[src/hdl/dma_pkg.sv]
package dma_pkg;

	// cpu register addresses, word offsets in the dma window
	localparam logic [2:0] addr_ctrl     = 3'd2;
	localparam logic [2:0] addr_status   = 3'd3;
	localparam logic [2:0] addr_base_hi  = 3'd4;
	localparam logic [2:0] addr_base_mid = 3'd5;
	localparam logic [2:0] addr_base_lo  = 3'd6;

	// mode register fields
	localparam int mode_reg_lo = 1;
	localparam int mode_reg_hi = 2;
	localparam int mode_acsi   = 3;
	localparam int mode_scnt   = 4;

	// floppy register select, mode bits 2:1
	localparam logic [1:0] fdc_reg_cmd    = 2'b00;
	localparam logic [1:0] fdc_reg_track  = 2'b01;
	localparam logic [1:0] fdc_reg_sector = 2'b10;
	localparam logic [1:0] fdc_reg_data   = 2'b11;

	// type I and IV opcodes, upper nibble, update flag set
	localparam logic [3:0] cmd_restore   = 4'b0000;
	localparam logic [3:0] cmd_seek      = 4'b0001;
	localparam logic [3:0] cmd_step      = 4'b0011;
	localparam logic [3:0] cmd_step_in   = 4'b0101;
	localparam logic [3:0] cmd_step_out  = 4'b0111;
	localparam logic [3:0] cmd_force_int = 4'b1101;
	// type II opcodes, upper three bits
	localparam logic [2:0] cmd_rd_sec = 3'b100;
	localparam logic [2:0] cmd_wr_sec = 3'b101;

	// motor timer reload on real hardware
	localparam int motor_ticks_hw = 65535;

	// decoded write to the controller access register
	typedef struct packed {
		logic       valid;
		logic       acsi;
		logic [1:0] fdc_reg;
		logic       first;
		logic [7:0] data;
	} cpu_wr_t;

	typedef struct packed {
		logic [7:0] cmd;
		logic [7:0] track;
		logic [7:0] sector;
		logic [7:0] data;
		logic [1:0] busy;
		logic       motor;
		logic [7:0] status;
	} fdc_state_t;

	typedef struct packed {
		logic [2:0]      target;
		logic [4:0]      cmd;
		logic [4:0][7:0] parms;
		logic            busy;
	} acsi_state_t;

endpackage

[src/hdl/dma_regs.sv]
`timescale 1ns/1ps

module dma_regs import dma_pkg::*; (
	input  logic        clk,
	input  logic        reset,
	input  logic [15:0] din,
	input  logic        sel,
	input  logic [2:0]  addr,
	input  logic        lds,
	input  logic        rw,
	input  fdc_state_t  fdc,
	input  acsi_state_t acsi,
	input  logic        fdc_br_req,
	input  logic        acsi_br_req,
	input  logic        ack_pulse,
	output logic [15:0] dout,
	output logic        br,
	output cpu_wr_t     wr,
	output logic        fdc_status_rd,
	output logic        acsi_status_rd,
	output logic [23:0] base,
	output logic [7:0]  scnt
);

	logic [15:0] mode;
	logic        byte_wr;
	logic        ctrl_win;
	logic [15:0] dma_status;

	// low byte strobe qualifies every byte register
	assign byte_wr = sel && !rw && !lds;
	// controller window, sector count takes it over when mode bit 4 set
	assign ctrl_win = (addr == addr_ctrl) && !mode[mode_scnt];

	// one decoded write for both controllers
	always_comb begin
		wr.valid   = byte_wr && ctrl_win;
		wr.acsi    = mode[mode_acsi];
		wr.fdc_reg = mode[mode_reg_hi:mode_reg_lo];
		wr.first   = !mode[mode_reg_lo];
		wr.data    = din[7:0];
	end

	// floppy status read clears the fdc interrupt
	assign fdc_status_rd = sel && rw && ctrl_win && !mode[mode_acsi] &&
		(mode[mode_reg_hi:mode_reg_lo] == fdc_reg_cmd);
	// acsi side, any read in acsi mode
	assign acsi_status_rd = sel && rw && !mode[mode_scnt] && mode[mode_acsi];

	// bit 0 is dma ok, bit 1 sectors pending
	assign dma_status = {14'd0, scnt != 8'd0, 1'b1};

	always_ff @(posedge clk) begin
		if (reset) begin
			mode <= '0;
			base <= '0;
			scnt <= '0;
			br   <= 1'b0;
		end else begin
			// io controller done, release bus
			if (ack_pulse) begin
				br   <= 1'b0;
				scnt <= '0;
			end
			// request from either controller
			if (fdc_br_req || acsi_br_req)
				br <= 1'b1;
			// mode takes the whole word
			if (sel && !rw && (addr == addr_status))
				mode <= din;
			if (byte_wr) begin
				case (addr)
					addr_ctrl: begin
						if (mode[mode_scnt])
							scnt <= din[7:0];
					end
					addr_base_hi:  base[23:16] <= din[7:0];
					addr_base_mid: base[15:8]  <= din[7:0];
					addr_base_lo:  base[7:0]   <= din[7:0];
					default: begin
					end
				endcase
			end
		end
	end

	// read back mux
	always_comb begin
		dout = '0;
		if (sel && rw) begin
			case (addr)
				addr_ctrl: begin
					if (mode[mode_scnt]) begin
						dout = {8'h00, scnt};
					end else if (mode[mode_acsi]) begin
						// target echo, status ok
						dout = {8'h00, acsi.target, 5'h00};
					end else begin
						case (mode[mode_reg_hi:mode_reg_lo])
							fdc_reg_cmd:    dout = {8'h00, fdc.status};
							fdc_reg_track:  dout = {8'h00, fdc.track};
							fdc_reg_sector: dout = {8'h00, fdc.sector};
							default:        dout = {8'h00, fdc.data};
						endcase
					end
				end
				addr_status:   dout = dma_status;
				addr_base_hi:  dout = {8'h00, base[23:16]};
				addr_base_mid: dout = {8'h00, base[15:8]};
				addr_base_lo:  dout = {8'h00, base[7:0]};
				default:       dout = '0;
			endcase
		end
	end

endmodule

[src/hdl/fdc_emu.sv]
`timescale 1ns/1ps

module fdc_emu import dma_pkg::*; #(
	parameter int motor_ticks = motor_ticks_hw
) (
	input  logic       clk,
	input  logic       reset,
	input  cpu_wr_t    wr,
	input  logic       fdc_wr_prot,
	input  logic       fdc_status_rd,
	input  logic       ack_pulse,
	output fdc_state_t fdc,
	output logic       fdc_irq,
	output logic       fdc_br_req
);

	localparam int motor_w = $clog2(motor_ticks + 1);

	logic [7:0]         cmd;
	logic [7:0]         track;
	logic [7:0]         sector;
	logic [7:0]         data;
	// 3 waits for io controller, 2 and 1 count down
	logic [1:0]         busy;
	logic [motor_w-1:0] motor_cnt;
	logic               step_dir;
	logic               cmd_wr;
	logic               reg_wr;
	logic               motor_run;
	logic               track0;

	assign reg_wr = wr.valid && !wr.acsi;
	assign cmd_wr = reg_wr && (wr.fdc_reg == fdc_reg_cmd);

	// read sector always, write sector only on an unprotected disk
	assign fdc_br_req = cmd_wr && ((wr.data[7:5] == cmd_rd_sec) ||
		((wr.data[7:5] == cmd_wr_sec) && !fdc_wr_prot));

	assign motor_run = motor_cnt != '0;
	assign track0 = track == 8'd0;

	always_comb begin
		fdc.cmd    = cmd;
		fdc.track  = track;
		fdc.sector = sector;
		fdc.data   = data;
		fdc.busy   = busy;
		fdc.motor  = motor_run;
		// track 0 flag only valid for type I
		fdc.status = {motor_run, fdc_wr_prot, 3'b000,
			!cmd[7] && track0, 1'b0, busy != 2'd0};
	end

	always_ff @(posedge clk) begin
		if (reset) begin
			cmd       <= '0;
			track     <= '0;
			sector    <= '0;
			data      <= '0;
			busy      <= '0;
			motor_cnt <= '0;
			step_dir  <= 1'b0;
			fdc_irq   <= 1'b0;
		end else begin
			// transfer acknowledged, skip to end of busy phase
			if (ack_pulse && (busy == 2'd3))
				busy <= 2'd1;
			// countdown, held while waiting at 3
			if ((busy != 2'd0) && (busy != 2'd3))
				busy <= busy - 2'd1;
			if (busy == 2'd1)
				fdc_irq <= 1'b1;
			if (fdc_status_rd)
				fdc_irq <= 1'b0;
			if (motor_run)
				motor_cnt <= motor_cnt - 1'b1;

			if (cmd_wr) begin
				cmd  <= wr.data;
				busy <= 2'd2;
				// type I and II spin up the motor
				if (!wr.data[7] || (wr.data[7:6] == 2'b10))
					motor_cnt <= motor_w'(motor_ticks);
				case (wr.data[7:4])
					cmd_restore: track <= 8'd0;
					cmd_seek:    track <= data;
					cmd_step:    track <= step_dir ? track + 8'd1 : track - 8'd1;
					cmd_step_in: begin
						step_dir <= 1'b1;
						track    <= track + 8'd1;
					end
					cmd_step_out: begin
						step_dir <= 1'b0;
						track    <= track - 8'd1;
					end
					cmd_force_int: busy <= 2'd1;
					default: begin
					end
				endcase
				// sector transfer waits for the io controller
				if (fdc_br_req)
					busy <= 2'd3;
			end else if (reg_wr) begin
				case (wr.fdc_reg)
					fdc_reg_track:  track  <= wr.data;
					fdc_reg_sector: sector <= wr.data;
					default:        data   <= wr.data;
				endcase
			end
		end
	end

endmodule

[src/hdl/acsi_cmd.sv]
`timescale 1ns/1ps

module acsi_cmd import dma_pkg::*; (
	input  logic        clk,
	input  logic        reset,
	input  cpu_wr_t     wr,
	input  logic [7:0]  acsi_enable,
	input  logic        acsi_status_rd,
	input  logic        ack_pulse,
	output acsi_state_t acsi,
	output logic        acsi_irq,
	output logic        acsi_br_req
);

	logic [2:0]      target;
	logic [4:0]      cmd;
	logic [4:0][7:0] parms;
	// next parameter slot
	logic [2:0]      idx;
	logic            busy;
	logic            byte_wr;
	logic            next_ok;

	assign byte_wr = wr.valid && wr.acsi;
	// parameter byte to an enabled target
	assign next_ok = byte_wr && !wr.first && acsi_enable[target];

	// fifth parameter hands over to the io controller
	assign acsi_br_req = next_ok && (idx == 3'd4);

	always_comb begin
		acsi.target = target;
		acsi.cmd    = cmd;
		acsi.parms  = parms;
		acsi.busy   = busy;
	end

	always_ff @(posedge clk) begin
		if (reset) begin
			target   <= '0;
			cmd      <= '0;
			parms    <= '0;
			idx      <= '0;
			busy     <= 1'b0;
			acsi_irq <= 1'b0;
		end else begin
			// io controller finished the command
			if (ack_pulse && busy) begin
				busy     <= 1'b0;
				acsi_irq <= 1'b1;
			end
			if (acsi_status_rd)
				acsi_irq <= 1'b0;

			if (byte_wr && wr.first) begin
				// target in 7:5, opcode in 4:0
				target <= wr.data[7:5];
				cmd    <= wr.data[4:0];
				idx    <= 3'd0;
				if (acsi_enable[wr.data[7:5]])
					acsi_irq <= 1'b1;
			end else if (byte_wr && (idx < 3'd5)) begin
				parms[idx] <= wr.data;
				idx        <= idx + 3'd1;
				// auto ack until the last byte
				if (next_ok && (idx < 3'd4))
					acsi_irq <= 1'b1;
				if (acsi_br_req)
					busy <= 1'b1;
			end
		end
	end

endmodule

[src/hdl/io_status.sv]
`timescale 1ns/1ps

module io_status import dma_pkg::*; (
	input  logic        clk,
	input  logic        reset,
	input  logic        dio_ack,
	input  logic [4:0]  dio_idx,
	input  logic [23:0] base,
	input  logic [7:0]  scnt,
	input  fdc_state_t  fdc,
	input  acsi_state_t acsi,
	input  logic        drv_side,
	input  logic [1:0]  drv_sel,
	output logic [7:0]  dio_data,
	output logic        ack_pulse
);

	logic ack_d1;
	logic ack_d2;

	// ack comes from another clock domain
	always_ff @(posedge clk) begin
		if (reset) begin
			ack_d1    <= 1'b0;
			ack_d2    <= 1'b0;
			ack_pulse <= 1'b0;
		end else begin
			ack_d1    <= dio_ack;
			ack_d2    <= ack_d1;
			// rising edge only, level may stay high
			ack_pulse <= ack_d1 && !ack_d2;
		end
	end

	// indexed status bytes
	always_comb begin
		case (dio_idx)
			5'd0:    dio_data = base[23:16];
			5'd1:    dio_data = base[15:8];
			5'd2:    dio_data = base[7:0];
			5'd3:    dio_data = scnt;
			5'd4:    dio_data = fdc.cmd;
			5'd5:    dio_data = fdc.track;
			5'd6:    dio_data = fdc.sector;
			5'd7:    dio_data = fdc.data;
			// drive and busy summary
			5'd8:    dio_data = {3'b000, acsi.busy, drv_sel, drv_side, fdc.busy != 2'd0};
			5'd9:    dio_data = {acsi.target, acsi.cmd};
			5'd10:   dio_data = acsi.parms[0];
			5'd11:   dio_data = acsi.parms[1];
			5'd12:   dio_data = acsi.parms[2];
			5'd13:   dio_data = acsi.parms[3];
			5'd14:   dio_data = acsi.parms[4];
			default: dio_data = 8'h00;
		endcase
	end

endmodule

[src/hdl/dma_top.sv]
`timescale 1ns/1ps

module dma_top import dma_pkg::*; #(
	parameter int motor_ticks = motor_ticks_hw
) (
	input  logic        clk,
	input  logic        reset,
	// cpu bus, upper byte strobe is not decoded by any register
	input  logic [15:0] din,
	input  logic        sel,
	input  logic [2:0]  addr,
	input  logic        uds,
	input  logic        lds,
	input  logic        rw,
	output logic [15:0] dout,
	// to interrupt controller and bus arbiter
	output logic        irq,
	output logic        br,
	// system config
	input  logic        fdc_wr_prot,
	input  logic [7:0]  acsi_enable,
	// io controller status port
	input  logic [4:0]  dio_idx,
	output logic [7:0]  dio_data,
	input  logic        dio_ack,
	// from the sound chip port
	input  logic        drv_side,
	input  logic [1:0]  drv_sel
);

	cpu_wr_t     wr;
	fdc_state_t  fdc;
	acsi_state_t acsi;
	logic        fdc_status_rd;
	logic        acsi_status_rd;
	logic        fdc_br_req;
	logic        acsi_br_req;
	logic        fdc_irq;
	logic        acsi_irq;
	logic        ack_pulse;
	logic [23:0] base;
	logic [7:0]  scnt;

	dma_regs u_regs (
		.clk(clk), .reset(reset), .din(din), .sel(sel), .addr(addr),
		.lds(lds), .rw(rw), .fdc(fdc), .acsi(acsi),
		.fdc_br_req(fdc_br_req), .acsi_br_req(acsi_br_req), .ack_pulse(ack_pulse),
		.dout(dout), .br(br), .wr(wr), .fdc_status_rd(fdc_status_rd),
		.acsi_status_rd(acsi_status_rd), .base(base), .scnt(scnt)
	);

	fdc_emu #(.motor_ticks(motor_ticks)) u_fdc (
		.clk(clk), .reset(reset), .wr(wr), .fdc_wr_prot(fdc_wr_prot),
		.fdc_status_rd(fdc_status_rd), .ack_pulse(ack_pulse),
		.fdc(fdc), .fdc_irq(fdc_irq), .fdc_br_req(fdc_br_req)
	);

	acsi_cmd u_acsi (
		.clk(clk), .reset(reset), .wr(wr), .acsi_enable(acsi_enable),
		.acsi_status_rd(acsi_status_rd), .ack_pulse(ack_pulse),
		.acsi(acsi), .acsi_irq(acsi_irq), .acsi_br_req(acsi_br_req)
	);

	io_status u_io (
		.clk(clk), .reset(reset), .dio_ack(dio_ack), .dio_idx(dio_idx),
		.base(base), .scnt(scnt), .fdc(fdc), .acsi(acsi),
		.drv_side(drv_side), .drv_sel(drv_sel),
		.dio_data(dio_data), .ack_pulse(ack_pulse)
	);

	// one interrupt line for both controllers
	assign irq = fdc_irq || acsi_irq;

endmodule

[config.mk]
export PLATFORM = sky130hd
export DESIGN_NAME = dma_top
export DESIGN_NICKNAME = d
export VERILOG_FILES = /design/src/hdl/dma_pkg.sv /design/src/hdl/dma_regs.sv /design/src/hdl/fdc_emu.sv /design/src/hdl/acsi_cmd.sv /design/src/hdl/io_status.sv /design/src/hdl/dma_top.sv
export SDC_FILE = /design/constraint.sdc
export NUM_CORES = 1
export LEC_CHECK = 0
export BUFFER_PORTS_ARGS = -buffer_cell sky130_fd_sc_hd__buf_2
export CAP_MARGIN = 20
export CORE_MARGIN = 10
export CORE_UTILIZATION = 53
export DETAILED_ROUTE_END_ITERATION = 8
export GPL_ROUTABILITY_DRIVEN = 0
export PLACE_DENSITY = 0.75
export SLEW_MARGIN = 20
export SYNTH_ARGS = -nofsm -noshare
export SYNTH_HDL_FRONTEND = slang
export SYNTH_HIERARCHICAL = 1
export SYNTH_SLANG_ARGS = --single-unit
[constraint.sdc]
create_clock -name clk -period 2.16 [get_ports clk]
set_input_delay 0 -clock clk [delete_from_list [all_inputs] [get_ports clk]]
set_output_delay 0 -clock clk [all_outputs]
set_load 0.03 [all_outputs]
After elaboration in Yosys (flattened, before gate mapping):

Cells that the tools add are included.
Widths: inputs -> output; s select.

* flip-flop bits (word level): 146
* output and inout port bits: 26
* input bits: 43

* mux-type cells: 43
* bitwise gates (word level): 3
* magnitude comparators: 6
* equality and inequality tests: 34
* $add $sub $neg: 5
* reduce and logical (&&, ||, !) cells: 64

Operators by type and width (count)
* $pmux 8 s15: 1
* $mux 16: 5
* $mux 8: 10
* $pmux 16 s5: 1
* $bwmux 40: 1
* $pmux 8 s5: 1
* $eq 5x4->1 const B: 7
* $logic_and 1x1->1: 28
* $demux 8 s3: 1
* $pmux 8 s3: 1
* $eq 5x3->1 const B: 4
* $eq 3x3->1 const B: 6
* $reduce_bool 16->1: 1
* $sub 16x1->16 const B: 1
* $mux 1: 14
* $lt 3x4->1 const B: 3
* $eq 5x2->1 const B: 2
* $mux 2: 5
* $reduce_and 2->1: 5
* $reduce_bool 2->1: 5
* $logic_not 1->1: 9
* $reduce_and 3->1: 3
* $add 8x1->8 const B: 1
* $eq 4x3->1 const B: 2
* 25 further kinds: 38

Longest topological paths before layout:

* word-level depth: 11
* mapped depth: 10
* mapped depth without buffers: 8

By module:

The synthesis kept the hierarchy.

Modules (own cells, without submodules)
* fdc_emu: instances 1, area each 2904.0 um2, cells each 363
* dma_regs: instances 1, area each 2199.6 um2, cells each 235
* acsi_cmd: instances 1, area each 2138.3 um2, cells each 219
* io_status: instances 1, area each 1400.1 um2, cells each 179
* dma_top: instances 1, area each 6.3 um2, cells each 1

Worst setup path after synthesis:

Ideal clock, no wire load.

* kind: reg2out
* start: register u_fdc.motor_cnt[4]
* end: output dout[7]
* data required time: 2.160 ns
* stages on the path, launching flop included: 9
* buffers on the path: 1
* arrival: 2.450 ns
* slack: -0.290 ns
* path through: dfxtp_1 > or4_4 > nor3_4 > nand3_2 > buf_4 > mux4_2 > nor2b_1 > a211oi_2 > o32ai_1

* word-level cells in the longest chain between the ends: 6

Ends and longest elaborated chain
* from (decl): RTL line fdc_emu.sv:25 `logic [motor_w-1:0] motor_cnt;`
* from (signal assigned): RTL line fdc_emu.sv:76 `motor_cnt <= motor_cnt - 1'b1;`
* from (signal assigned): RTL line fdc_emu.sv:83 `motor_cnt <= motor_w'(motor_ticks);`
* $reduce_bool 16->1: RTL line fdc_emu.sv:39 `assign motor_run = motor_cnt != '0;`
* named net u_fdc.motor_run: RTL line fdc_emu.sv:29 `logic motor_run;`
* $pmux 8 s3: RTL line dma_regs.sv:99 `case (mode[mode_reg_hi:mode_reg_lo])`
* $mux 8: RTL line dma_regs.sv:95 `end else if (mode[mode_acsi]) begin`
* $mux 16: RTL line dma_regs.sv:93 `if (mode[mode_scnt]) begin`
* $pmux 16 s5: RTL line dma_regs.sv:91 `case (addr)`
* $mux 16: RTL line dma_regs.sv:90 `if (sel && rw) begin`
* to (decl): RTL line dma_top.sv:15 `output logic [15:0] dout,`

The timed path passes the listed nets, and every way through them passes these cells.

==> metrics.txt <==
Max-slew headroom=0.528; Worst Path Arrival=2.77 ns; share of cells above drive strength 1=0.205; vias after detailed routing=8049; gr busiest metal=met2; crit path max fanout=2; CP max-delay cell=or4_4; crit path launch type=register; HP Class=input pin to register; status=complete, but fails checks; Detailed Place HPWL=18700 µm; Starting Density=0.542; H-tree Lvls=4; n_diodes=0; yosys warns=6; Total Nets Final=1111; gr usage total=0.237; initial antenna violation count=1; CP cell instances=or4_4, nor3_4, nand3_2, mux4_2, nor2b_1, a211oi_2, o32ai_4, buf_6; fin area=between 9000 and 10000 µm²; clk_skew=0.0101 ns; root buf cell=clkbuf_16; critical path's top delay family=simple AND/OR/NAND/NOR gates; setup bufs post-CTS=0; DRC viols=0; Routed WL=26500 µm; GRT overflow=0; max-cap violation count=0; largest net degree at the start of global routing=between 60 and 70; die extent in y=148 µm; Setup crit start=u_fdc/motor_cnt[4]; Final Hold Vio Count=0; first-pass GRT wire length=41600 µm; LEAKAGE=between 4 and 5 nW; Cells after DPL=1249; most common cell after layout, fill and taps aside=dfxtp_1; CTS tree=done; FMAX=361 MHz; Area Overhead vs Synth=14.0%; Initial DRT Pass Iterations=7; Post-Layout Cell Count=1285; vias in the first global route=7647; post-synthesis cell area=roughly 8600 µm²; Worst-Margin Slew=between 0.7 and 0.8 ns; die area=21800 µm²; Final setup viols=2; commonest cells after routing, fill and taps aside=dfxtp_1 (144), nand2_1 (113), mux2i_1 (89), nor2_1 (89), a21oi_1 (82); IO buf count=51; Core Region=15900 µm²; hold_sp=reset; Mapped Cells=996; WP buf/inv=1; Clock Latency Late Sink=0.43 ns; CP required=2.16 ns; clock transition at the registers of the reported paths=0.06 ns; DRT iter0 DRCs=roughly 1100; worst vdd ir=around 0.62 mV; minimum clock period=approximately 2.8 ns; I/O pin count=69; worst reg2reg startpoint=u_regs/mode[1]; area post-placement=9180 µm²; CTS Sinks=145; met2 GRT Util=0.362; number of vias per cell=6.26; wire per inst=20.6 µm; total CTS buffers=17; CTS Buffer Depth=2; crit end category=primary output; Die W=148 µm; max incr delay on CP=approximately 0.55 ns; worst setup margin=-0.608 ns; failing checks=negative setup slack; GR Layer Usage met1=0.302; CP Class=register to primary output; Final Cycle Share=1.28; GR Util met3=0.0620; reg2reg setup slack=around 0.20 ns; Tot Pwr=0.00738 W; mean post-synth cell area=8.68 µm²; row count=46; PwrDens=about 750 nW/µm²; Slew Viols, Final=0; fill count=1384; RSZ-0062 raised after global routing=yes; antenna-violating nets left=0
[final cells by class]
| cell class | count | area [µm²] | area share |
|---|---|---|---|
| multi-input combinational | 745 | 5150 | 0.523 |
| inverter | 22 | 82.6 | 0.00838 |
| timing repair buffer | 125 | 855 | 0.0868 |
| clock inverter | 12 | 134 | 0.0136 |
| tap | 216 | 270 | 0.0274 |
| sequential | 145 | 2900 | 0.295 |
| clock buffer | 20 | 457 | 0.0464 |
[sequential cells by signal, indices dropped and copies added (netlist names), 8 cells and up]
register,flops
u_fdc/motor_cnt,16
u_regs/scnt,8
u_acsi/acsi,40
u_regs/base,24
u_fdc/data,8
u_fdc/track,8
u_fdc/cmd,8
u_fdc/sector,8
[where the power goes]
| group | total [W] | switching, W | internal [W] |
|---|---|---|---|
| Clock | 0.00293 | 0.00117 | 0.00176 |
| Combinational | 0.00157 | 0.000865 | 0.000705 |
| Sequential | 0.00288 | 0.0000921 | 0.00279 |
| Total | 0.00738 | 0.00213 | 0.00525 |
[final timing paths]
path | endpoint | cells past startpoint
worst max register to register | u_regs/br | 7
worst min register to register | u_io/ack_pulse | 1
worst max-delay path | dout[7] | 8
worst min-delay path | u_acsi/acsi[21] | 2
[metal layers]
layer  vias to the layer above  wire length (µm)
met5                         -                11
met4                         2              1270
met3                        89              2860
met2                       497             11800
met1                      3781             10500
li1                       3680                 -
[per-stage QoR]
step	hold slack, ns	TNS, ns	setup slack [ns]	utilization
after floorplan	0.0716	-0.361	-0.212	-
after global placement	0.212	-0.150	-0.150	0.576
after detailed placement	0.220	-0.167	-0.167	0.576
after CTS	0.00359	-0.834	-0.597	0.617
after global routing	0.0293	-1.03	-0.678	0.618
final	0.0211	-0.857	-0.608	0.618
[what timing repair did]
action                                 CTS  global route
pin swaps                                2             0
setup endpoints to repair                4             5
endpoints found under the hold margin    7             0
cloned                                   0             0
gates resized for setup                  5             8
hold buffers                             4             0
Power figures use the tool's default switching activity.
